`src/source/erx_pkg.sv`:
```
// shared types and constants for the link receive configuration block
// imported by every RTL module of the receive side

`default_nettype none

package erx_pkg;

   //####################################################################
   // widths and register map
   //####################################################################
   localparam int RFAW = 6;                       // register index width

   typedef logic [31:0]     word_t;                // data or address word
   typedef logic [14:0]     mi_addr_t;             // mi byte address
   typedef logic [RFAW-1:0] reg_idx_t;             // addr[RFAW+1:2]
   typedef logic [1:0]      remap_mode_t;
   typedef logic [1:0]      timer_cfg_t;           // 0 = timer off
   typedef logic [44:0]     idelay_t;              // 9 lanes x 5 taps
   typedef logic [7:0]      tmr_cnt_t;             // idle counter

   localparam reg_idx_t ERX_CFG      = 'd0;
   localparam reg_idx_t ERX_GPIO     = 'd1;
   localparam reg_idx_t ERX_STATUS   = 'd2;        // sticky + live status
   localparam reg_idx_t ERX_OFFSET   = 'd3;        // dynamic remap base
   localparam reg_idx_t ERX_IDELAY0  = 'd4;        // write only
   localparam reg_idx_t ERX_IDELAY1  = 'd5;        // write only, loads taps
   localparam reg_idx_t ERX_TESTDATA = 'd6;

   // remap modes, 0 and 3 pass through
   localparam remap_mode_t REMAP_STATIC  = 2'd1;
   localparam remap_mode_t REMAP_DYNAMIC = 2'd2;

   // idle limits in cycles
   localparam tmr_cnt_t TIMEOUT_SHORT = 8'd15;
   localparam tmr_cnt_t TIMEOUT_MID   = 8'd63;
   localparam tmr_cnt_t TIMEOUT_LONG  = 8'd255;

   //####################################################################
   // bundles
   //####################################################################
   typedef struct packed {
      logic     en;
      logic     we;                                // 1 = write, 0 = read
      mi_addr_t addr;
      word_t    din;
   } mi_req_t;

   // field layout of the rx config word, bits 29:0
   typedef struct packed {
      timer_cfg_t  timer_cfg;                      // 29:28
      logic [11:0] remap_pattern;                  // 27:16
      logic [11:0] remap_sel;                      // 15:4
      remap_mode_t remap_mode;                     // 3:2
      logic        mmu_enable;                     // 1
      logic        test_mode;                      // 0
   } rx_cfg_t;

   typedef struct packed {
      logic  access;                               // one cycle strobe
      word_t addr;
      word_t data;
   } rx_txn_t;

endpackage

`default_nettype wire

```
`src/source/erx_cfg.sv`:
```
// receive configuration register file on the simple memory interface
// holds cfg, gpio, status, remap base, idelay taps and test accumulator

`timescale 1ns/1ps
`default_nettype none

module erx_cfg (
   input  logic             clk,
   input  logic             nreset,
   input  erx_pkg::mi_req_t mi,
   output erx_pkg::word_t   mi_dout,          // valid one cycle after read
   input  logic             test_access,
   input  erx_pkg::word_t   test_data,
   input  logic             timeout,
   input  logic             link_error,
   input  logic [12:0]      link_status,
   input  logic [8:0]       gpio_datain,
   output erx_pkg::rx_cfg_t rx_cfg,
   output erx_pkg::word_t   remap_base,
   output erx_pkg::idelay_t idelay_value,
   output logic             load_taps
);
   import erx_pkg::*;

   reg_idx_t    reg_idx;
   logic        cfg_read;
   logic        cfg_write;
   logic        rxcfg_wr;
   logic        offset_wr;
   logic        idelay0_wr;
   logic        idelay1_wr;
   logic        testdata_wr;
   word_t       rxcfg_reg;
   word_t       offset_reg;
   word_t       testdata_reg;
   word_t       rd_data;
   logic [8:0]  gpio_reg;
   logic [2:0]  sticky_reg;                   // {link_error, test, timeout}
   logic [63:0] idelay_reg;

   //####################################################################
   // address decode
   //####################################################################
   assign reg_idx   = mi.addr[RFAW+1:2];       // word index
   assign cfg_write = mi.en &  mi.we;
   assign cfg_read  = mi.en & ~mi.we;

   assign rxcfg_wr    = cfg_write & (reg_idx == ERX_CFG);
   assign offset_wr   = cfg_write & (reg_idx == ERX_OFFSET);
   assign idelay0_wr  = cfg_write & (reg_idx == ERX_IDELAY0);
   assign idelay1_wr  = cfg_write & (reg_idx == ERX_IDELAY1);
   assign testdata_wr = cfg_write & (reg_idx == ERX_TESTDATA);

   //####################################################################
   // registers
   //####################################################################
   always_ff @(posedge clk or negedge nreset) begin
      if (!nreset) begin
         rxcfg_reg    <= '0;
         offset_reg   <= '0;
         idelay_reg   <= '0;
         testdata_reg <= '0;
         gpio_reg     <= '0;
         sticky_reg   <= '0;
         load_taps    <= 1'b0;
      end else begin
         if (rxcfg_wr)
            rxcfg_reg <= mi.din;
         if (offset_wr)
            offset_reg <= mi.din;
         if (idelay0_wr)
            idelay_reg[31:0] <= mi.din;         // low tap nibbles
         if (idelay1_wr)
            idelay_reg[63:32] <= mi.din;        // frame nibble + fifth bits
         // mi write wins over a test access in the same cycle
         if (testdata_wr)
            testdata_reg <= mi.din;
         else if (test_access)
            testdata_reg <= testdata_reg + test_data;
         gpio_reg   <= gpio_datain;             // free running sample
         sticky_reg <= sticky_reg | {link_error, test_access, timeout};
         load_taps  <= idelay1_wr;              // taps already settled
      end
   end

   assign rx_cfg     = rx_cfg_t'(rxcfg_reg[29:0]); // 31:30 stored only
   assign remap_base = offset_reg;

   // lane i -> {reg[36+i], reg[4i+3:4i]}, lane 8 is frame
   always_comb begin
      for (int i = 0; i < 9; i++) begin
         idelay_value[5*i +: 5] = {idelay_reg[36+i], idelay_reg[4*i +: 4]};
      end
   end

   //####################################################################
   // readback
   //####################################################################
   always_comb begin
      case (reg_idx)
         ERX_CFG:      rd_data = rxcfg_reg;
         ERX_GPIO:     rd_data = {23'b0, gpio_reg};
         ERX_STATUS:   rd_data = {16'b0, link_status, sticky_reg};
         ERX_OFFSET:   rd_data = offset_reg;
         ERX_TESTDATA: rd_data = testdata_reg;
         default:      rd_data = '0;           // idelay and unmapped
      endcase
   end

   always_ff @(posedge clk or negedge nreset) begin
      if (!nreset)
         mi_dout <= '0;
      else
         mi_dout <= cfg_read ? rd_data : '0;    // zero after non-read
   end

   // bus idles low between reads
   a_dout_zero: assert property (
      @(posedge clk) disable iff (!nreset)
      !(mi.en && !mi.we) |=> (mi_dout == '0));

   // tap load is a strobe to the idelay primitives
   a_taps_pulse: assert property (
      @(posedge clk) disable iff (!nreset)
      load_taps |=> !load_taps);

endmodule

`default_nettype wire

```
`src/source/erx_core.sv`:
```
// receive side top level: register file, address remapper, idle timer
// link transactions in, remapped transactions out, mi for config

`timescale 1ns/1ps
`default_nettype none

module erx_core (
   input  logic             clk,
   input  logic             nreset,
   input  erx_pkg::mi_req_t mi,
   output erx_pkg::word_t   mi_dout,
   input  erx_pkg::rx_txn_t rx_in,
   output erx_pkg::rx_txn_t rx_out,
   input  logic [8:0]       gpio_datain,
   input  logic [12:0]      link_status,
   input  logic             link_error,
   output erx_pkg::idelay_t idelay_value,
   output logic             load_taps
);
   import erx_pkg::*;

   rx_cfg_t rx_cfg;
   word_t   remap_base;
   logic    test_access;
   word_t   test_data;
   logic    timeout;
   logic    activity;

   assign activity = rx_in.access;             // any strobe resets idle count

   //####################################################################
   // config registers
   //####################################################################
   erx_cfg u_cfg (
      .clk          (clk),
      .nreset       (nreset),
      .mi           (mi),
      .mi_dout      (mi_dout),
      .test_access  (test_access),
      .test_data    (test_data),
      .timeout      (timeout),
      .link_error   (link_error),
      .link_status  (link_status),
      .gpio_datain  (gpio_datain),
      .rx_cfg       (rx_cfg),
      .remap_base   (remap_base),
      .idelay_value (idelay_value),
      .load_taps    (load_taps)
   );

   // datapath
   erx_remap u_remap (
      .clk         (clk),
      .nreset      (nreset),
      .rx_cfg      (rx_cfg),
      .remap_base  (remap_base),
      .rx_in       (rx_in),
      .rx_out      (rx_out),
      .test_access (test_access),
      .test_data   (test_data)
   );

   erx_timer u_timer (
      .clk       (clk),
      .nreset    (nreset),
      .timer_cfg (rx_cfg.timer_cfg),
      .activity  (activity),
      .timeout   (timeout)
   );

endmodule

`default_nettype wire

```
`src/source/erx_remap.sv`:
```
// destination address remapper for incoming link transactions
// one cycle latency; in test mode the strobe goes to the accumulator

`timescale 1ns/1ps
`default_nettype none

module erx_remap (
   input  logic             clk,
   input  logic             nreset,
   input  erx_pkg::rx_cfg_t rx_cfg,
   input  erx_pkg::word_t   remap_base,
   input  erx_pkg::rx_txn_t rx_in,
   output erx_pkg::rx_txn_t rx_out,
   output logic             test_access,
   output erx_pkg::word_t   test_data
);
   import erx_pkg::*;

   word_t static_addr;
   word_t dynamic_addr;
   word_t mapped_addr;
   logic  fwd;                                 // forward this strobe

   // static: sel picks pattern bits in the top 12 address bits
   assign static_addr[31:20] = (rx_cfg.remap_pattern & rx_cfg.remap_sel) |
                               (rx_in.addr[31:20] & ~rx_cfg.remap_sel);
   assign static_addr[19:0]  = rx_in.addr[19:0];
   assign dynamic_addr       = rx_in.addr + remap_base; // wraps mod 2^32

   always_comb begin
      case (rx_cfg.remap_mode)
         REMAP_STATIC:  mapped_addr = static_addr;
         REMAP_DYNAMIC: mapped_addr = dynamic_addr;
         default:       mapped_addr = rx_in.addr; // none, and mode 3
      endcase
   end

   assign fwd         = rx_in.access & ~rx_cfg.test_mode;
   assign test_access = rx_in.access &  rx_cfg.test_mode; // accumulate instead
   assign test_data   = rx_in.data;

   always_ff @(posedge clk or negedge nreset) begin
      if (!nreset) begin
         rx_out <= '0;
      end else begin
         rx_out.access <= fwd;
         if (fwd) begin
            rx_out.addr <= mapped_addr;
            rx_out.data <= rx_in.data;           // data untouched
         end
      end
   end

   // a strobe goes one way only
   a_one_path: assert property (
      @(posedge clk) disable iff (!nreset)
      !(rx_out.access && test_access));

endmodule

`default_nettype wire

```
`src/source/erx_timer.sv`:
```
// idle timeout counter for the receive link
// pulses timeout once the link stays quiet for the configured limit

`timescale 1ns/1ps
`default_nettype none

module erx_timer (
   input  logic                clk,
   input  logic                nreset,
   input  erx_pkg::timer_cfg_t timer_cfg,
   input  logic                activity,     // any link access
   output logic                timeout
);
   import erx_pkg::*;

   tmr_cnt_t idle_cnt;
   tmr_cnt_t limit;

   always_comb begin
      case (timer_cfg)
         2'd1:    limit = TIMEOUT_SHORT;
         2'd2:    limit = TIMEOUT_MID;
         2'd3:    limit = TIMEOUT_LONG;
         default: limit = '0;                  // off, unused
      endcase
   end

   always_ff @(posedge clk or negedge nreset) begin
      if (!nreset) begin
         idle_cnt <= '0;
         timeout  <= 1'b0;
      end else if (timer_cfg == '0 || activity) begin
         idle_cnt <= '0;                        // held or restarted
         timeout  <= 1'b0;
      end else if (idle_cnt >= limit) begin
         idle_cnt <= '0;                        // >= covers a lowered limit
         timeout  <= 1'b1;
      end else begin
         idle_cnt <= idle_cnt + 1'b1;
         timeout  <= 1'b0;
      end
   end

   a_timeout_pulse: assert property (
      @(posedge clk) disable iff (!nreset)
      timeout |=> !timeout);

endmodule

`default_nettype wire

```
`config.mk`:
```
export PLATFORM = sky130hd
export DESIGN_NAME = erx_core
export DESIGN_NICKNAME = d
export VERILOG_FILES = /design/src/source/erx_pkg.sv /design/src/source/erx_cfg.sv /design/src/source/erx_core.sv /design/src/source/erx_remap.sv /design/src/source/erx_timer.sv
export SDC_FILE = /design/constraint.sdc
export NUM_CORES = 1
export LEC_CHECK = 0
export BUFFER_PORTS_ARGS = -buffer_cell sky130_fd_sc_hd__buf_4
export CORE_MARGIN = 5
export CORE_UTILIZATION = 23
export DETAILED_ROUTE_END_ITERATION = 12
export PLACE_DENSITY = 0.47
export RECOVER_POWER = 25
export SLEW_MARGIN = 20
export SYNTH_ARGS = -nofsm -noshare
export SYNTH_HDL_FRONTEND = slang
export SYNTH_SLANG_ARGS = --single-unit
```
`constraint.sdc`:
```
create_clock -name clk -period 3 [get_ports clk]
set_input_delay 0.9 -clock clk [delete_from_list [all_inputs] [get_ports clk]]
set_output_delay 0.9 -clock clk [all_outputs]
set_load 0.01 [all_outputs]
```
==> results summary <==
The insertion delay of the later-clocked pin in the worst-skew pair is between 0.5 and 0.6 ns. The transition time at the pin with the least slew margin came out at between 2 and 2.5 ns. The tightest hold margin is 0.4369 ns.

sky130_fd_sc_hd__dfrtp_1 takes more of the synthesized area than any other cell. Max-cap violations in this run came to 1. Counting the buffers created by CTS gives 34. The wire length after detailed routing came out at between 50000 and 60000 µm.

The x dimension of the die came out at approximately 260 µm. On the critical path the largest part of the delay comes from compound AO/OA/AOI/OAI gates. The detailed router finished its first iteration with 926 violations.

The total design power came out at around 13 mW. Before antenna repair, the detailed router went through 6 iterations. The clock edge transition at the registers on the reported setup and hold paths came out at 0.06 ns.

The maximum vdd ir drop is 0.0003255 V. Setup total negative slack on the finished layout was measured at 0 ns. The slowest stage of the critical path is the sky130_fd_sc_hd__o31a_1 cell. The run finished, with violations left. On the worst path, the slowest cell contributes a delay of roughly 0.33 ns.

The internal reg-to-reg setup slack came out at 0.19 ns. The global-route wire length before repair came out at 80210 µm. Counting buffers and inverters, the worst setup path is 12 cells deep.

Dividing the detail-routed via count by the number of cells gives between 4 and 5. The area fraction of the dominant cell type after synthesis came out at 0.4627. The number of synthesized register bits came out at 260. The data arrival time at the worst-slack endpoint came out at 3.32 ns. The H-tree was split into 2 levels. The post-synthesis area per instance came out at 10.08 µm². The final count of pins violating max slew was 42.

The peak fanout along the critical path came out at 4. The required time of the critical path is between 3 and 4 ns. The count of input and output buffers is 272.

Entering global routing, the biggest net connects 72 pins. Derived from the worst setup path, the maximum achievable clock frequency is 350.9 MHz. In this run the clock root is driven by a sky130_fd_sc_hd__clkbuf_16. The source of the critical timing path is rx_in[34]. The minimum clock period after layout is approximately 2.9 ns. The via count of the first global-routing pass came out at 12480. The type of origin of the critical path is an input port. When the netlist entered floorplanning its net count stood at 1609.

The initial standard-cell utilization of the core came out at 0.2325. The worst register-to-register path ends at u_cfg.testdata_reg[28]$_DFFE_PN0P_. The clock arrives with between 0.015 and 0.02 ns of skew. The total vias in the final route came out at approximately 12000. The final HPWL from detailed placement is between 40000 and 50000 µm. Following the worst setup path forward leads to its endpoint at u_remap.rx_out[54]$_DFFE_PN0P_. Of the available clock period, the critical path in the final layout requires 0.9500.

The number of synthesis warnings came out at 0. The fraction of registers with async set/reset came out at 1.000. The sink count of the clock tree is 260.

The number of top-level pins came out at 282. In the post-route analysis, the smallest setup slack over all paths is 0.1499 ns. The most common cell type on the critical path is sky130_fd_sc_hd__buf_4. Ranked by total cell area, the synthesized netlist is headed by sky130_fd_sc_hd__dfrtp_1 (46%), sky130_fd_sc_hd__mux2_2 (9.0%), sky130_fd_sc_hd__ha_1 (6.5%).

The final weighted congestion in routability-driven placement came out at 0.8577. The signed area change from the synthesized netlist to the final layout came out at 38.40%. Setup violations remaining at the end of the flow were counted as 0. Timing analysis after detailed placement gives a worst setup slack of -0.5256 ns. The fraction of final layout cells with drive strength greater than 1 came out at 0.3589. The share of the Yosys chip area taken by registers is 0.4627.

The detailed-route DRC error count is 0. The gate count after technology mapping came out at 1395. The remaining antenna violation count came out at 0. The depth of the worst register-to-register path is 13. The total overflow reported by the global router is 0. The power density over cell area came out at 677.1 nW/µm². The initial antenna violation count is 6. The final count of hold timing violations came out at 0. Walking the worst path, the cells encountered are buf_4 > ha_1 > buf_4 > buf_4 > o31a_1 > o31ai_2 > a21oi_2 > o2111ai_2 > and2_4 > nor2b_1 > mux2i_1 > a2bb2oi_1.

TritonCTS built the clock tree. The endpoint type of the worst setup path is a flop. The static leakage power came out at between 9 and 10 nW. Setup repair after global routing could not meet its margin everywhere. The post-detailed-route wirelength per cell is 20.93 µm.

The filler cells instantiated in the layout total 6216. The number of standard-cell rows in the floorplan is 90. In this run, distinct cell masters in the synthesized netlist total 75. The overall global routing resource usage is 0.1580. In this run, synthesis inferred 0 flip-flops with an integrated enable. The number of buffers and inverters on the critical path is 3. The die is 257.3 µm tall. The final reports fail on capacitance limit, slew limit. The maximum number of buffers from clock root to sink came out at 3. The classification of the worst-slack hold path is reg2reg. The layout net count came out at 2000. The relative slew slack is -0.4603. The area of the core came out at 60470 µm².

The critical path in this run is classified as in2reg. Summing every instance area after synthesis gives 14060 µm². The register with the most flip-flops in the layout has between 60 and 70 of them. The die covers 66180 µm². In this run the critical register-to-register path is launched from u_cfg.testdata_reg[0]$_DFFE_PN0P_. The most used flip-flop cell after synthesis is sky130_fd_sc_hd__dfrtp_1.
Yosys cell counts, types with 9 or more instances:
library cell	number
sky130_fd_sc_hd__dfrtp_1	260
sky130_fd_sc_hd__nand2_1	188
sky130_fd_sc_hd__nor2_1	119
sky130_fd_sc_hd__mux2_2	113
sky130_fd_sc_hd__a21oi_1	91
sky130_fd_sc_hd__ha_1	73
sky130_fd_sc_hd__o21ai_0	61
sky130_fd_sc_hd__clkbuf_1	52
sky130_fd_sc_hd__a21o_1	37
sky130_fd_sc_hd__inv_1	33
sky130_fd_sc_hd__a222oi_1	32
sky130_fd_sc_hd__xnor2_1	32
sky130_fd_sc_hd__a221oi_1	22
sky130_fd_sc_hd__xor2_1	19
sky130_fd_sc_hd__buf_2	15
sky130_fd_sc_hd__nand2b_1	15
sky130_fd_sc_hd__nand3_1	15
sky130_fd_sc_hd__nor3_1	15
sky130_fd_sc_hd__o22ai_1	15
sky130_fd_sc_hd__and3_1	14
sky130_fd_sc_hd__a31oi_1	13
sky130_fd_sc_hd__o21a_1	12
sky130_fd_sc_hd__a211oi_1	11
sky130_fd_sc_hd__nor2b_1	11
sky130_fd_sc_hd__mux2_1	9
sky130_fd_sc_hd__o21ai_1	9
per-stage QoR:
stage | util | std cells | area [µm²]
floorplan | - | 1395 | 14180
global placement | 0.3012 | 2529 | 18210
detailed placement | 0.3012 | 2529 | 18210
CTS | 0.3205 | 2590 | 19380
global route | 0.3217 | 2593 | 19450
finish | 0.3218 | 2596 | 19460
kinds of logic (layout without fill, tap and decap cells):
kind of cell | Yosys count | after routing | synth area share
XOR/XNOR | 51 | 51 | 0.03177
AND/OR/NAND/NOR | 422 | 422 | 0.1355
multiplexers | 129 | 129 | 0.1027
flip-flops | 260 | 260 | 0.4627
adder cells (fa/ha/maj) | 75 | 75 | 0.06781
other | 0 | 3 | 0
buffers and inverters | 104 | 520 | 0.02936
AO/OA/AOI/OAI | 354 | 354 | 0.1701
cell type report:
class | instances | area, µm² | share of cell area
clock inverter | 19 | 221.5 | 0.01138
timing repair buffer | 426 | 3301 | 0.1696
sequential | 260 | 6509 | 0.3345
antenna | 3 | 7.507 | 0.0003858
inverter | 33 | 123.9 | 0.006365
tap | 782 | 978.4 | 0.05028
multi-input combinational | 1031 | 7387 | 0.3796
clock buffer | 42 | 932.1 | 0.04790
where the power goes:
| group | switching (mW) | leakage [nW] | internal (mW) |
|---|---|---|---|
| Sequential | 0.488 | 3.36 | 3.98 |
| Combinational | 2.22 | 5.46 | 2.26 |
| Clock | 1.66 | 0.563 | 2.57 |
| Total | 4.37 | 9.39 | 8.81 |
cell usage in the layout, fill, tap and decap left out, drive strengths merged, types with 7 or more instances in the layout:
master,netlist,final
inv,33,35
dfrtp,260,260
a222oi,32,32
o21a,12,12
ha,73,73
o22ai,15,15
buf,19,415
or3,7,7
clkbuf,52,52
a211oi,11,11
nor2,120,120
nand2,189,189
nand4,8,8
o21ai,71,71
clkinv,0,10
and3,14,14
a31oi,13,13
a221oi,22,22
mux2i,7,7
a21o,37,37
xor2,19,19
nor2b,11,11
mux2,122,122
xnor2,32,32
nand2b,15,15
nand3,16,16
nor3,15,15
a21oi,93,93
worst min-delay path by stage:
stage                                    startpoint                             end  slack [ns]  cells past startpoint
after floorplan           u_timer.timeout$_DFF_PN0_   u_cfg.sticky_reg[0]$_DFF_PN0_        0.41                      1
after global placement    u_timer.timeout$_DFF_PN0_   u_cfg.sticky_reg[0]$_DFF_PN0_        0.42                      1
after detailed placement  u_timer.timeout$_DFF_PN0_   u_cfg.sticky_reg[0]$_DFF_PN0_        0.42                      1
after CTS                                    nreset  u_remap.rx_out[56]$_DFFE_PN0P_        0.24                      1
after global routing                 gpio_datain[2]     u_cfg.gpio_reg[2]$_DFF_PN0_        0.47                      1
final                     u_timer.timeout$_DFF_PN0_   u_cfg.sticky_reg[0]$_DFF_PN0_        0.44                      1
what timing repair did:
| item | 4_1_cts | 5_1_grt |
|---|---|---|
| hold buffers | 0 | 0 |
| buffers inserted | 0 | 3 |
| pin swaps | 0 | 9 |
| gates resized for setup | 1 | 17 |
| setup endpoints to repair | 1 | 16 |
routing by layer:
layer  GRT usage  wire length, µm
met5           0               36
met4     0.04265             1468
met3     0.04716             3982
met2      0.2634            25750
met1      0.2003            23100
Power figures use the tool's default switching activity.
